**src/fb_defines.svh**
```systemverilog
`ifndef FB_DEFINES_SVH
`define FB_DEFINES_SVH

// ---------------------------------------------------------------------------
// Frame buffer widths and depths

// Data path
`define FB_DATA_W      32    // Bits per memory word

// Word address, top bit is the ping-pong bank
`define FB_ADDR_W      12

// Burst length field, bursts of 1 to 63 words
`define FB_LEN_W       6

// FIFO sizing
`define FB_FIFO_DEPTH  128   // Holds two largest bursts
`define FB_CNT_W       8     // Fill count, 0 to FB_FIFO_DEPTH

`endif
```
**src/fb_pkg.sv**
```systemverilog
`default_nettype none
`include "fb_defines.svh"

package fb_pkg;

	typedef logic [`FB_DATA_W-1:0] data_t;   // One memory word
	typedef logic [`FB_ADDR_W-1:0] addr_t;   // Word address
	typedef logic [`FB_LEN_W-1:0]  len_t;    // Burst length in words
	typedef logic [`FB_CNT_W-1:0]  cnt_t;    // FIFO fill level

	typedef enum logic [1:0] {
		IDLE,        // No burst running
		WR_BURST,    // Write FIFO to memory
		RD_BURST,    // Memory to read FIFO
		ACK_WAIT     // Ack high, waiting on req low
	} arb_state_t;

	// Next burst of l words after a still ends inside a's region
	function automatic logic burst_fits(addr_t a, len_t l, addr_t max_addr);
		logic [`FB_ADDR_W+1:0] next_end;
		logic [`FB_ADDR_W+1:0] region_lim;
		next_end   = {2'b00, a} + {l, 1'b0};                   // a + 2L
		region_lim = {2'b00, a[`FB_ADDR_W-1], max_addr[`FB_ADDR_W-2:0]} + 1'b1;
		return next_end <= region_lim;
	endfunction

endpackage

`default_nettype wire

```
**src/mem_arbiter.sv**
```systemverilog
`timescale 1ns/1ps
`default_nettype none

module mem_arbiter (
	input  wire logic          REF_CLK,
	input  wire logic          RESET_N,
	input  wire logic          wr_req,
	output logic               wr_ack,
	input  wire fb_pkg::addr_t wr_addr,
	input  wire fb_pkg::len_t  wr_len,
	output logic               wr_pop,     // FIFO advance
	input  wire fb_pkg::data_t wr_data,
	input  wire logic          rd_req,
	output logic               rd_ack,
	input  wire fb_pkg::addr_t rd_addr,
	input  wire fb_pkg::len_t  rd_len,
	output logic               rd_push,    // Read strobe, one cycle late
	output fb_pkg::data_t      rd_data,
	output logic               mem_we,
	output logic               mem_re,
	output fb_pkg::addr_t      mem_addr,
	output fb_pkg::data_t      mem_wdata,
	input  wire fb_pkg::data_t mem_rdata
);
	import fb_pkg::*;

	arb_state_t state;
	len_t       word_cnt;      // Words issued so far
	len_t       burst_len;     // Captured from port
	addr_t      burst_addr;    // Running memory address

	// Memory strobes straight from state
	assign mem_we    = (state == WR_BURST);
	assign mem_re    = (state == RD_BURST) && (word_cnt != burst_len);
	assign mem_addr  = burst_addr;
	assign mem_wdata = wr_data;             // FIFO head
	assign wr_pop    = mem_we;
	assign rd_data   = mem_rdata;           // Aligned with rd_push

	always_ff @(posedge REF_CLK or negedge RESET_N)
	begin
		if (!RESET_N)
		begin
			state      <= IDLE;
			word_cnt   <= '0;
			burst_len  <= '0;
			burst_addr <= '0;
			wr_ack     <= 1'b0;
			rd_ack     <= 1'b0;
			rd_push    <= 1'b0;
		end
		else
		begin
			rd_push <= mem_re;              // Memory read latency
			case (state)
			IDLE:
				begin
					word_cnt <= '0;
					if (wr_req && !wr_ack)          // Write first
					begin
						burst_addr <= wr_addr;
						burst_len  <= wr_len;
						state      <= WR_BURST;
					end
					else if (rd_req && !rd_ack)
					begin
						burst_addr <= rd_addr;
						burst_len  <= rd_len;
						state      <= RD_BURST;
					end
				end
			WR_BURST:
				begin
					burst_addr <= burst_addr + 1'b1;
					word_cnt   <= word_cnt + 1'b1;
					if (word_cnt == burst_len - 1'b1)    // Last word
					begin
						wr_ack <= 1'b1;
						state  <= ACK_WAIT;
					end
				end
			RD_BURST:
				begin
					if (word_cnt == burst_len)           // Last push now
					begin
						rd_ack <= 1'b1;
						state  <= ACK_WAIT;
					end
					else
					begin
						burst_addr <= burst_addr + 1'b1;
						word_cnt   <= word_cnt + 1'b1;
					end
				end
			ACK_WAIT:
				begin
					if (wr_ack && !wr_req)               // Req released
					begin
						wr_ack <= 1'b0;
						state  <= IDLE;
					end
					else if (rd_ack && !rd_req)
					begin
						rd_ack <= 1'b0;
						state  <= IDLE;
					end
				end
			default:
				state <= IDLE;
			endcase
		end
	end

endmodule

`default_nettype wire

```
**config.mk**
```make
export PLATFORM = sky130hd
export DESIGN_NAME = mem_arbiter
export DESIGN_NICKNAME = d
export VERILOG_FILES = /design/src/fb_pkg.sv /design/src/mem_arbiter.sv
export VERILOG_INCLUDE_DIRS = /design/src
export SDC_FILE = /design/constraint.sdc
export NUM_CORES = 1
export LEC_CHECK = 0
export BUFFER_PORTS_ARGS = -buffer_cell sky130_fd_sc_hd__buf_4
export CAP_MARGIN = 20
export CORE_MARGIN = 2
export CORE_UTILIZATION = 45
export CTS_CLUSTER_DIAMETER = 200
export DETAILED_ROUTE_END_ITERATION = 6
export PLACE_DENSITY = 0.88
export SYNTH_ARGS = -nofsm -noshare
export SYNTH_HDL_FRONTEND = slang
export SYNTH_SLANG_ARGS = --single-unit
```
**constraint.sdc**
```tcl
create_clock -name REF_CLK -period 3.9 [get_ports REF_CLK]
set_input_delay 0.78 -clock REF_CLK [delete_from_list [all_inputs] [get_ports REF_CLK]]
set_output_delay 0.78 -clock REF_CLK [all_outputs]
set_load 0.005 [all_outputs]
```
=== Word-level counts from Yosys, hierarchy flattened ===
Cells that the tools add are included.

* Add/sub/neg operators: 3
* Reductions and logical operators: 20
* Equality and inequality tests: 14
* Muxes and demuxes: 22

{| class="wikitable"
|+ Operators with widths
! operator !! count
|-
| $mux W12 || 3
|-
| $pmux W12 S3 || 1
|-
| $mux W6 || 3
|-
| $pmux W6 S3 || 1
|-
| $add A12 B1 Y12 const B || 1
|-
| $eq A6 B6 Y1 || 2
|-
| $mux W2 || 6
|-
| $ne A2 B2 Y1 const B || 4
|-
| $pmux W2 S4 || 1
|-
| $reduce_and A4 Y1 || 2
|-
| $add A6 B1 Y6 const B || 1
|-
| $ne A3 B3 Y1 const B || 2
|-
| $ne A6 B6 Y1 || 1
|-
| $reduce_and A3 Y1 || 2
|-
| $reduce_bool A2 Y1 || 3
|-
| $sub A6 B1 Y6 const B || 1
|-
| $logic_and A1 B1 Y1 || 5
|-
| $mux W1 || 5
|-
| $eq A2 B2 Y1 const B || 2
|-
| $logic_not A1 Y1 || 4
|-
| $ne A2 B1 Y1 const B || 2
|-
| $pmux W1 S2 || 2
|-
| $reduce_and A2 Y1 || 2
|-
| $reduce_bool A3 Y1 || 1
|-
| other kinds (2) || 2
|}

* Word-level logic and storage cells: 66
* Bits in registers: 29
* Output and inout bits: 82

=== Longest topological paths before layout ===
* Depth in word-level cells: 5
* Gate-level depth with buffers: 8
* Gate-level depth less buffers: 8

=== Worst setup path before layout ===
OpenSTA, ideal clock, no wires.

* Path type: reg-to-output
* Start point: register word_cnt[3]
* End point: output mem_re
* Stages on the path, launching flop included: 5
* Path buffers: 0
* Data required time: 3120 ps
* Data arrival time: 1290 ps
* Slack: 1830 ps
* Cells stage by stage: dfrtp_1 -> xor2_2 -> nor4_4 -> nand2_1 -> and2_1

* Longest elaborated chain between the ends: 2

{| class="wikitable"
|+ Ends and longest elaborated chain
! item !! line !! RTL
|-
| start: declaration || mem_arbiter.sv:28 || <nowiki>len_t word_cnt;</nowiki>
|-
| start signal: assignment || mem_arbiter.sv:75 || <nowiki>word_cnt <= word_cnt + 1'b1;</nowiki>
|-
| start signal: assignment || mem_arbiter.sv:92 || <nowiki>word_cnt <= word_cnt + 1'b1;</nowiki>
|-
| $ne A6 B6 Y1 || mem_arbiter.sv:34 || <nowiki>assign mem_re = (state == RD_BURST) && (word_cnt != burst_len);</nowiki>
|-
| $logic_and A1 B1 Y1 || mem_arbiter.sv:34 ||
|-
| end: declaration || mem_arbiter.sv:20 || <nowiki>output logic mem_re,</nowiki>
|}

Every way passes these cells.

=== Final worst setup path ===
Ends and elaborated chain as after synthesis.

==> flow_summary.toml <==
[status]
status = "complete, no violations"

[setup_path]
r2r_end = "mem_addr[6]"
cp_cell_sequence = "xor2_2 > nor4_4 > nand2_1 > and2_1 > buf_4"
worstSetupPathType = "flop to output port"
r2r.worst_path.cells = 6
critPathMaxFanout = 6
start_kind = "flop"
end_kind = "output port"
crit_slowest_cell = "dfrtp_1"
endpoint = "mem_re"
cpPeakStageDelay_ns = 0.47
r2r_start = "wr_ack"
arrival_ns = 1.85
startpoint = "word_cnt[3]"
rrSetupSlack_ns = 1.67
cp.required_ns = 3.12

[routing]
dr_total_vias = 1969
viasPerCell = 5.55
drcViolationCount = 0
post_drt_wl_per_cell_um = 16.0
drtAntennaViolNets = 0
drt-initial-drc-count = 152
wl_um = 5670
drt-pass1-iter-count = 4

[clocking]
cts_tree = "yes"
cts_setup_buffers = 0
post_cts_resized = 0
clock-sinks = 29
clk_path_buf_depth = 2
cts_max_level = 2
clk_pin_slew_ns = 0.06
root_buffer = "clkbuf_8"
clkLatencyLatePin_ns = 0.29
cts_hold_buf = 0
cts_made_buffers = 5

[pwr]
swShare = 0.444
ir_drop_uv = 356
p_switching_uw = 986
pwr-share-seq = 0.280
p_leak_uw = 0.00120
p_int_uw = 1230
powerDensity_nw_per_um2 = 837
p_total_uw = 2220
combPwrFrac = 0.573
power_frac_clock = 0.146

[sta]
slew_violations = 0
period_needed_ns = 2.63
clock.fmax_mhz = 381
slew_headroom = 0.466
rsz0062_at_grt = "no"
fin_tns_setup_ns = 0
worst_pin_slew_ns = 0.801
finalHoldViolCount = 0
setup_viol_count_final = 0
fin_skew_ns = 0.00733
post-route-period-util = 0.673

[flow_run]
cap_violations = 0

[synthesis]
ys_warn_count = 0
syn_avg_cell_area_um2 = 8.78
synth_area_um2 = 2560
synth-seq-cells = 29
synthCells = 291
synthDistinctLibCells = 44
synth_seq_area_share = 0.284
syn_nets = 402

[layout]
fin_util = 0.481
most-common-layout-cells = "buf_4, dfrtp_1, nand2_1"
drive_above_1_share = 0.304
area_delta_synth_final_pct = 3.67
fin_area_um2 = 2650
fillers = 516
antenna_cells = 0
fin_nets = 393
final_common_cell = "buf_4"

[worst_hold_path]
hp-class = "input pin to asynchronous set/reset pin"

[grt]
grt_antenna_before_repair = 0
grt_pass1_vias = 1922
grt_overflow = 0
grtUsageTotal = 0.180
grt_pass1_wl_um = 8900
grt_max_degree = 30

[floorplanning]
start_util = 0.464
die_y_um = 79.4
ioPinCount = 186
rows = 27
core-area_um2 = 5510
die_x_um = 79.4
dieArea_um2 = 6300

[place]
portBuffers = 57
gp_congestion = 0.854
placed_area_um2 = 2530
hpwl_um = 4190
[worst min path at each step]
stage | from | end | slack, ns | cells past startpoint
after floorplan | burst_len[5] | burst_len[5] | 0.47 | 2
after global placement | burst_len[5] | burst_len[5] | 0.50 | 2
after detailed placement | burst_len[5] | burst_len[5] | 0.52 | 2
after CTS | RESET_N | mem_addr[4] | 0.42 | 1
after global routing | RESET_N | burst_len[4] | 0.44 | 1
final | RESET_N | burst_len[4] | 0.42 | 1
[critical path, delay by kind of cell, from the launching register on]
| family | cells | cell delay (ns) |
|---|---|---|
| xor gates and xnor gates | 1 | 0.23 |
| buffers and inverters | 1 | 0.14 |
| and+or+nand+nor | 3 | 0.72 |
| DFF | 1 | 0.47 |
[synthesized netlist by cell type]
master,count,share of area
ha_1,7,0.034
clkbuf_8,1,0.0054
mux2i_1,16,0.063
mux2_2,2,0.0088
o2bb2ai_1,1,0.0034
nand4_1,1,0.0024
a221oi_2,7,0.041
o21ai_1,5,0.0098
xnor2_1,1,0.0034
a31o_2,2,0.0069
nor4b_1,1,0.0034
nor3_1,5,0.0098
nor4_4,1,0.0083
and2b_4,1,0.0039
nor2_1,19,0.028
o221ai_1,1,0.0034
o31ai_1,1,0.0029
a31oi_4,1,0.0083
o211a_1,1,0.0039
a31oi_1,1,0.0024
buf_2,3,0.0059
o21bai_1,1,0.0029
buf_4,65,0.19
a22oi_1,1,0.0029
nor2b_1,1,0.0024
and3_1,10,0.024
dfrtp_1,29,0.28
inv_1,7,0.010
a21oi_1,11,0.022
xor2_2,1,0.0064
xor2_1,7,0.024
o21ai_2,1,0.0034
buf_6,2,0.0088
clkbuf_1,3,0.0044
and4_1,3,0.010
nand3b_1,1,0.0029
o21a_1,1,0.0029
nand3_2,4,0.016
nand2b_1,9,0.022
nand2_1,23,0.034
o21ai_0,20,0.039
and2_1,3,0.0073
o22ai_1,3,0.0073
nand3_1,7,0.014
[power groups by stage]
stage	clock network [µW]	registers [µW]	logic, µW
floorplan	0	581	1010
global placement	0	613	1200
detailed placement	0	622	1260
CTS	328	618	1270
global route	343	646	1400
finish	325	622	1270
[cells by family after synthesis]
family,share of synthesized area
AND/OR/NAND/NOR,0.188
buffers and inverters,0.226
AO/OA/AOI/OAI,0.163
flip-flops,0.284
multiplexers,0.0715
XOR/XNOR,0.0338
adder cells (fa/ha/maj),0.0343
[sequential cells by signal (all words and copies together), names as in the netlist]
signal     count
rd_push        1
rd_ack         1
wr_ack         1
word_cnt       6
mem_addr      12
state          2
burst_len      6
[area by class of cell]
class | instances | area [µm²] | area share
multi-input cells | 181 | 1260 | 0.474
flip-flops and latches | 29 | 726 | 0.274
repair buffers | 58 | 435 | 0.164
clock buffers | 7 | 86.3 | 0.0326
well taps | 72 | 90.1 | 0.0340
clock inverters | 1 | 30.0 | 0.0113
inverters | 7 | 26.3 | 0.00992
[stage by stage]
step / worst slack (ns) / instances / hold slack, ns
2_1_floorplan: 1.83 / 291 / 0.469
3_3_place_gp: 1.46 / 347 / 0.497
3_5_place_dp: 1.38 / 347 / 0.523
4_1_cts: 1.25 / 355 / 0.420
5_1_grt: 1.16 / 355 / 0.436
6_report: 1.27 / 355 / 0.417
[routing by layer]
metal | vias to the layer above | track usage | wire (µm)
li1 | 931 | - | -
met1 | 919 | 0.210 | 2190
met2 | 86 | 0.288 | 2740
met3 | 33 | 0.0543 | 469
met4 | 0 | 0.117 | 274
met5 | - | 0 | 0
Note: power is estimated with default switching activity, not from simulation.
