<file path="src/fb_defines.svh">
`ifndef FB_DEFINES_SVH
`define FB_DEFINES_SVH

// ---------------------------------------------------------------------------
// Frame buffer widths and depths

// Data path
`define FB_DATA_W      32    // Bits per memory word

// Word address, top bit is the ping-pong bank
`define FB_ADDR_W      12

// Burst length field, bursts of 1 to 63 words
`define FB_LEN_W       6

// FIFO sizing
`define FB_FIFO_DEPTH  128   // Holds two largest bursts
`define FB_CNT_W       8     // Fill count, 0 to FB_FIFO_DEPTH

`endif
</file>
<file path="src/fb_pkg.sv">
`default_nettype none
`include "fb_defines.svh"

package fb_pkg;

	typedef logic [`FB_DATA_W-1:0] data_t;   // One memory word
	typedef logic [`FB_ADDR_W-1:0] addr_t;   // Word address
	typedef logic [`FB_LEN_W-1:0]  len_t;    // Burst length in words
	typedef logic [`FB_CNT_W-1:0]  cnt_t;    // FIFO fill level

	typedef enum logic [1:0] {
		IDLE,        // No burst running
		WR_BURST,    // Write FIFO to memory
		RD_BURST,    // Memory to read FIFO
		ACK_WAIT     // Ack high, waiting on req low
	} arb_state_t;

	// Next burst of l words after a still ends inside a's region
	function automatic logic burst_fits(addr_t a, len_t l, addr_t max_addr);
		logic [`FB_ADDR_W+1:0] next_end;
		logic [`FB_ADDR_W+1:0] region_lim;
		next_end   = {2'b00, a} + {l, 1'b0};                   // a + 2L
		region_lim = {2'b00, a[`FB_ADDR_W-1], max_addr[`FB_ADDR_W-2:0]} + 1'b1;
		return next_end <= region_lim;
	endfunction

endpackage

`default_nettype wire

</file>
<file path="src/write_port.sv">
`timescale 1ns/1ps
`default_nettype none
`include "fb_defines.svh"

module write_port (
	input  wire logic          REF_CLK,
	input  wire logic          RESET_N,
	input  wire logic          wr_push,      // Source word valid
	input  wire fb_pkg::data_t wr_wdata,
	output logic               wr_full,      // Source must hold
	input  wire logic          wr_load,      // Restart address, flush FIFO
	input  wire fb_pkg::addr_t wr_min_addr,
	input  wire fb_pkg::addr_t wr_max_addr,
	input  wire fb_pkg::len_t  wr_length,
	input  wire logic          ping_pong_en,
	output logic               wr_req,
	input  wire logic          wr_ack,
	output fb_pkg::addr_t      wr_addr,
	output fb_pkg::len_t       wr_len,
	input  wire logic          wr_pop,       // One word per pulse
	output fb_pkg::data_t      wr_data,
	output logic               wr_bank       // To reader
);
	import fb_pkg::*;

	cnt_t  wr_count;       // Words waiting
	logic  init_pend;      // Reload address after reset
	addr_t own_start;      // Start of active region
	addr_t alt_start;      // Start of other region
	logic  addr_fits;      // Another burst fits above

	// -------------------------------------------------------------------------
	// Write FIFO
	sync_fifo #(
		.DEPTH     (`FB_FIFO_DEPTH)
	) wr_fifo_i (
		.REF_CLK   (REF_CLK),
		.RESET_N   (RESET_N),
		.clear     (wr_load),
		.push      (wr_push),
		.push_data (wr_wdata),
		.pop       (wr_pop),
		.pop_data  (wr_data),          // Head straight to arbiter
		.count     (wr_count),
		.full      (wr_full),
		.empty     ()
	);

	// -------------------------------------------------------------------------
	// Address generator with ping-pong
	assign wr_bank   = wr_addr[`FB_ADDR_W-1];
	assign own_start = {wr_addr[`FB_ADDR_W-1], wr_min_addr[`FB_ADDR_W-2:0]};
	assign alt_start = {~wr_addr[`FB_ADDR_W-1], wr_min_addr[`FB_ADDR_W-2:0]};
	assign addr_fits = burst_fits(wr_addr, wr_len, wr_max_addr);

	always_ff @(posedge REF_CLK or negedge RESET_N)
	begin
		if (!RESET_N)
		begin
			init_pend <= 1'b1;
			wr_addr   <= '0;
		end
		else if (init_pend || wr_load)
		begin
			init_pend <= 1'b0;
			wr_addr   <= wr_min_addr;
		end
		else if (wr_req && wr_ack)                     // Burst done
		begin
			if (addr_fits)
				wr_addr <= wr_addr + addr_t'(wr_len);
			else if (ping_pong_en)
				wr_addr <= alt_start;                  // Swap bank
			else
				wr_addr <= own_start;                  // Stay in bank
		end
	end

	// -------------------------------------------------------------------------
	// Burst requester, four-phase
	always_ff @(posedge REF_CLK or negedge RESET_N)
	begin
		if (!RESET_N)
		begin
			wr_req <= 1'b0;
			wr_len <= '0;
		end
		else if (wr_req)
		begin
			if (wr_ack)
				wr_req <= 1'b0;                        // Ack seen
		end
		else if (!wr_ack && !wr_load && !init_pend && (wr_length != '0)
			&& (wr_count >= cnt_t'(wr_length)))        // Full burst waiting
		begin
			wr_req <= 1'b1;
			wr_len <= wr_length;                       // Held for burst
		end
	end

endmodule

`default_nettype wire

</file>
<file path="src/sync_fifo.sv">
`timescale 1ns/1ps
`default_nettype none
`include "fb_defines.svh"

module sync_fifo #(
	parameter int DEPTH = `FB_FIFO_DEPTH    // Power of two
) (
	input  wire logic          REF_CLK,
	input  wire logic          RESET_N,
	input  wire logic          clear,       // Sync flush
	input  wire logic          push,
	input  wire fb_pkg::data_t push_data,
	input  wire logic          pop,
	output fb_pkg::data_t      pop_data,    // Head word, show-ahead
	output fb_pkg::cnt_t       count,
	output logic               full,
	output logic               empty
);
	import fb_pkg::*;

	localparam int PTR_W = $clog2(DEPTH);

	data_t            buf_mem [DEPTH];     // Circular storage
	logic [PTR_W-1:0] wr_ptr;
	logic [PTR_W-1:0] rd_ptr;
	logic             do_push;
	logic             do_pop;

	assign do_push  = push && !full;        // Push while full is dropped
	assign do_pop   = pop && !empty;
	assign full     = (count == cnt_t'(DEPTH));
	assign empty    = (count == '0);
	assign pop_data = buf_mem[rd_ptr];

	always_ff @(posedge REF_CLK)
	begin
		if (do_push && !clear)
			buf_mem[wr_ptr] <= push_data;
	end

	always_ff @(posedge REF_CLK or negedge RESET_N)
	begin
		if (!RESET_N)
		begin
			wr_ptr <= '0;
			rd_ptr <= '0;
			count  <= '0;
		end
		else if (clear)                     // Load restart
		begin
			wr_ptr <= '0;
			rd_ptr <= '0;
			count  <= '0;
		end
		else
		begin
			wr_ptr <= wr_ptr + PTR_W'(do_push);   // Wraps at DEPTH
			rd_ptr <= rd_ptr + PTR_W'(do_pop);
			count  <= count + cnt_t'(do_push) - cnt_t'(do_pop);
		end
	end

endmodule

`default_nettype wire

</file>
<file path="config.mk">
export PLATFORM = sky130hd
export DESIGN_NAME = write_port
export DESIGN_NICKNAME = d
export VERILOG_FILES = /design/src/fb_pkg.sv /design/src/write_port.sv /design/src/sync_fifo.sv
export VERILOG_INCLUDE_DIRS = /design/src
export SDC_FILE = /design/constraint.sdc
export NUM_CORES = 2
export LEC_CHECK = 0
export BUFFER_PORTS_ARGS = -buffer_cell sky130_fd_sc_hd__buf_2
export CORE_MARGIN = 5
export CORE_UTILIZATION = 50
export DETAILED_ROUTE_END_ITERATION = 10
export HOLD_SLACK_MARGIN = 0.08
export PLACE_DENSITY = 0.65
export SYNTH_ARGS = -nofsm -noshare
export SYNTH_HDL_FRONTEND = slang
export SYNTH_HIERARCHICAL = 1
export SYNTH_SLANG_ARGS = --single-unit
export TNS_END_PERCENT = 5
</file>
<file path="constraint.sdc">
create_clock -name REF_CLK -period 4 [get_ports REF_CLK]
set_clock_uncertainty 0.05 [all_clocks]
set_input_delay 0.8 -clock REF_CLK [delete_from_list [all_inputs] [get_ports REF_CLK]]
set_output_delay 0.8 -clock REF_CLK [all_outputs]
set_load 0.005 [all_outputs]
</file>
* Word level (Yosys, flattened, before mapping) *
Memories as Yosys holds them, arrays and structs flattened.
Cells that the tools add are included.

word-level totals
  word-level logic and storage cells = 53
  bits in writable memories = 4,096
  memories = 1
  bits in registers = 42
  output and inout port bits = 53

memory list
  name               depth  width  rd ports  clocked after memory_dff  wr ports  line             RTL
  wr_fifo_i.buf_mem  128    32     1         0                         1         sync_fifo.sv:23  data_t buf_mem [DEPTH];

cells by class
  add/subtract/negate cells = 7
  eq/ne operators = 1
  bitwise logic cells = 2
  magnitude comparators = 2
  reductions and logical operators = 20
  multiplexer cells = 12

operator list
  operator                 count
  $mux W12                 4
  $add A7 B1 Y7            2
  $mux W7                  2
  $add A12 B1 Y13 const B  1
  $add A12 B7 Y13          1
  $le A13 B13 Y1           1
  $add A12 B6 Y12          1
  $add A8 B1 Y8            1
  $eq A8 B8 Y1 const B     1
  $ge A8 B6 Y1             1
  $logic_and A1 B1 Y1      8
  $logic_not A8 Y1         1
  $mux W8                  1
  $sub A8 B1 Y8            1
  $reduce_bool A6 Y1       1
  $logic_not A1 Y1         5
  $mux W1                  5
  $reduce_and A2 Y1        2
  $reduce_bool A3 Y1       1
  $not A1 Y1               2
  $reduce_bool A2 Y1       1
  $logic_or A1 B1 Y1       1

* Depth between registers and ports, before layout *
  depth after elaboration = 7
  gate-level depth with buffers = 17
  gate-level depth less buffers = 16

* Cells and area by module *
Netlist, hierarchy kept.

modules (own cells, without submodules)
  module      cells each  sequential area each (um2)  area an instance (um2)  instances
  sync_fifo   7,106       123,548.5                   158,836.1               1
  write_port  284         501.7                       2,401.1                 1

* Worst setup path after synthesis *
OpenSTA, ideal clock, no wires.

  path type = register to register
  from = register wr_fifo_i.count[4]
  to = memory wr_fifo_i/buf_mem[111][0] in the netlist's numbering (enable)
  library setup time = 0.421 ns
  arrival = 3.099 ns
  clock period less this slack = 3.571 ns
  setup slack = 0.429 ns
  required time = 3.529 ns
  cell stages (with the launch flop) = 10
  path buffers = 1
  cell sequence = dfrtp_1 > inv_1 > ha_1 > nor4bb_1 > nand2_1 > nand2_1 > nor3b_1 > nand3_1 > clkbuf_1 > nor2_1

on the way
  longest elaborated chain between the ends = 6

ends and longest elaborated chain
  what                           line             RTL
  from (decl)                    sync_fifo.sv:15  output fb_pkg::cnt_t count,
  from (signal assigned)         sync_fifo.sv:59  count <= count + cnt_t'(do_push) - cnt_t'(do_pop);
  $eq A8 B8 Y1                   sync_fifo.sv:31  assign full = (count == cnt_t'(DEPTH));
  $logic_not A1 Y1               sync_fifo.sv:29  assign do_push = push && !full;
  $logic_and A1 B1 Y1            sync_fifo.sv:29
  $logic_and A1 B1 Y1            sync_fifo.sv:37  if (do_push && !clear)
  $mux W1                        sync_fifo.sv:37
  $mux W1 (implied by the code)  sync_fifo.sv:38  buf_mem[wr_ptr] <= push_data;
  to (decl)                      sync_fifo.sv:23

Every way passes these cells.

* Worst setup path after layout *
  from = register wr_fifo_i.rd_ptr[0]
  to = output port wr_data[12]

on the way
  longest elaborated chain between the ends = 1

ends and longest elaborated chain
  what                    line              RTL
  from (decl)             sync_fifo.sv:25   logic [PTR_W-1:0] rd_ptr;
  from (signal assigned)  sync_fifo.sv:58   rd_ptr <= rd_ptr + PTR_W'(do_pop);
  $mem_v2 Z128 W32        n/a
  to (decl)               write_port.sv:21  output fb_pkg::data_t wr_data,

Every way passes these cells.

==> impl_metrics.ini <==
[route]
vias = 84900
firstDrtPassIters = 6
drc_errors = 0
vias_per_cell = 6.50
drt_iter0_markers = 11900
routed_wl_um = 471000
antenna_left = 0
post_drt_wl_per_cell_um = 36.0

[placement]
place_congestion = 0.856
io_buffers = 120
hpwl_um = 267000
placed_area_sq_mm = 0.174

[setup_path]
cp-end-kind = output port
critPathArrivalTime_ns = 4.12
worstPathCellList = buf_6, buf_12, bufbuf_16, mux4_2, and2_1, o22ai_2, a2111oi_2, buf_4, a31oi_1, buf_4, o211ai_1, buf_4, buf_2
worstRegToRegCells = 17
r2r-start = wr_len[0]
r2r_end = wr_addr[7]
crit_path_start_kind = flip-flop
cpMostUsedCell = buf_4
slowest_delay_ns = 0.52
critPathSlowestCell = mux4_2
critPathKind = reg -> out
regToRegSetupSlack_ns = -0.01
crit_fanout = 12
cp.required_ns = 3.15

[pwr]
comb_power_share_pct = 18.3
power_switching_mw = 26.3
power_density_mw_per_mm2 = 555
p_leak_nw = 60.5
swShare_pct = 25.0
internal-power_mw = 79.1
pwr-share-seq_pct = 45.6
p_clk_share_pct = 36.2
max-vdd-ir-drop_mv = 0.496

[die]
core_sq_mm = 0.321
start_util_pct = 50.2
die_w_um = 578
die_h_um = 578
rows = 208
die-area_sq_mm = 0.334
io_pins = 122

[job]
drv_cap = 0

[sta]
max-slew-margin-rel_pct = 14.4
setup_ws_ns = -0.973
setup-violations-final = 33
rsz0062_at_grt = true
fmax_mhz = 201
whs_ns = 0.231
slew_viol_final = 0
hold_viol = 0
worst_pin_slew_ns = 1.28
post-route-min-period_ns = 4.97
min_period_over_period_pct = 124

[layout]
drive_above_1_share_pct = 31.9
n_fill_cell = 22700
multi_input_area_sq_mm = 0.0361
layout_common_cells = edfxtp_1, mux4_2, buf_4
final_common_cell = edfxtp_1
nets = 8525
area_growth_pct = 17.9
ff_latch_area_sq_mm = 0.124
final_area_sq_mm = 0.190

[synthesis]
yosysWarnings = 6
synth_cell_types = 87
synth_nets = 7510
synth_area_leaders = edfxtp_1, mux4_2, mux2i_1, dfrtp_1, nand2_1
dominantRegCellSynth = edfxtp_1
synth_area_leader_cell = edfxtp_1
async_flop_share_pct = 1.01
synth.avg_cell_area_sq_um = 21.8
synth_edf_count = 4096
yosys_register_bits = 4138
yosysSeqAreaShare_pct = 76.9
yosysTopAreaCellShare_pct = 76.3
syn_inst = 7390
synth.cell_area_sq_mm = 0.161

[clock_tree]
clk_pin_slew_ns = 0.06
cts_tree = done
cts_buffers = 415
cts_root_buf = clkbuf_16
clock_latency_ns = 0.98
cts_buffer_depth = 4
h-tree-depth = 5
cts.sinks = 4138

[global_route]
grt_max_degree = 129
antenna_found_initial = 20
grt_pass1_vias = 83400
grt_pass1_wl_um = 654000
grt_overflow = 0
globalRouteTotalUtil_pct = 28.0

[worst_hold_path]
hp-start = wr_wdata[6]
hold_end = wr_fifo_i/buf_mem[99][6]
hold-path-cell-count = 1
min_path_type = in -> reg

[status]
status = finished with violations
violations = negative setup slack
==> cell type report <==
type / instances / share of cell area, %
flip-flops and latches: 4138 / 65.3
multi-input cells: 2813 / 19.0
repair buffers: 999 / 5.74
clock buffers: 490 / 5.65
well taps: 4305 / 2.83
clock inverters: 269 / 1.40
inverters: 38 / 0.0856
diodes: 8 / 0.0105
==> power by group through the flow <==
stage / clock (mW) / combinational [mW] / sequential, mW
finish: 38.2 / 19.3 / 48.1
global route: 40.5 / 20.3 / 48.0
CTS: 38.6 / 19.2 / 48.0
detailed placement: 0 / 17.3 / 49.0
global placement: 0 / 17.0 / 49.0
floorplan: 0 / 11.5 / 48.9
==> stage by stage <==
| stage | cells | utilization (%) | setup TNS (ns) | setup slack (ns) | total power [mW] |
|---|---|---|---|---|---|
| 2_1_floorplan | 7390 | - | 0 | 0.429 | 60.4 |
| 3_3_place_gp | 12200 | 54.1 | -4.63 | -0.570 | 66.0 |
| 3_5_place_dp | 12200 | 54.1 | -4.79 | -0.576 | 66.3 |
| 4_1_cts | 13100 | 59.1 | -29.72 | -1.01 | 106 |
| 5_1_grt | 13100 | 59.2 | -34.46 | -1.09 | 109 |
| 6_report | 13100 | 59.2 | -28.69 | -0.973 | 105 |
==> cells in the mapped netlist, types with 64 or more instances <==
library cell and instances:
nand2_1 226, clkbuf_1 113, a22oi_1 76, edfxtp_1 4096, buf_2 104, o21ai_0 90, mux4_2 879, o221ai_1 87
buf_6 64, a21oi_1 141, nor2_1 210, mux2i_1 453
==> cell families after synthesis <==
group	count (synthesis)	synth area share (%)
DFF	4138	76.9
muxes	1397	15.8
AOI/OAI and AO/OA	696	3.04
and+or+nand+nor	633	1.76
buffers and inverters	439	1.83
adders and majority gates	51	0.410
xor gates and xnor gates	35	0.190
other	1	0.00233
==> worst max path at each step <==
stage,endpoint,from,slack (ns),cells past startpoint
6_report,wr_data[12],wr_fifo_i/rd_ptr[0],-0.97,13
3_5_place_dp,wr_data[18],wr_fifo_i/rd_ptr[0],-0.58,12
3_3_place_gp,wr_data[18],wr_fifo_i/rd_ptr[0],-0.57,12
4_1_cts,wr_data[8],wr_fifo_i/rd_ptr[0],-1.01,13
5_1_grt,wr_data[12],wr_fifo_i/rd_ptr[0],-1.09,13
2_1_floorplan,wr_fifo_i/buf_mem[111][0],wr_fifo_i/count[4],0.43,9
==> worst max-delay path: cells and delay by family (launching register included) <==
family / cells / cell delay [ns]
flip-flops: 1 / 0.44
buffers and inverters: 7 / 1.32
AO/OA/AOI/OAI: 4 / 0.62
AND/OR/NAND/NOR: 1 / 0.21
multiplexers: 1 / 0.52
==> repair_timing <==
| action | in CTS | in global routing |
|---|---|---|
| cloned | 22 | 0 |
| pin swaps | 40 | 12 |
| endpoints found under the setup margin | 32 | 44 |
| setup buffers | 69 | 1 |
| hold buffers | 19 | 0 |
| gates resized for setup | 278 | 43 |
| endpoints found under the hold margin | 46 | 0 |
==> routing by layer <==
metal | up-vias | global-route usage, % | wire length [um]
met5 | - | 0 | 49
met4 | 8 | 10.8 | 21900
met3 | 928 | 6.67 | 54400
met2 | 5365 | 43.5 | 220000
met1 | 45200 | 38.9 | 174000
li1 | 33400 | - | -
==> sequential cells by signal (all words and copies together), names as in the netlist <==
name,cells
wr_len,6
wr_fifo_i/wr_ptr,7
wr_addr,12
wr_fifo_i/buf_mem,4096
wr_fifo_i/rd_ptr,7
init_pend,1
wr_req,1
wr_fifo_i/count,8
(Power assumes the default switching activity.)
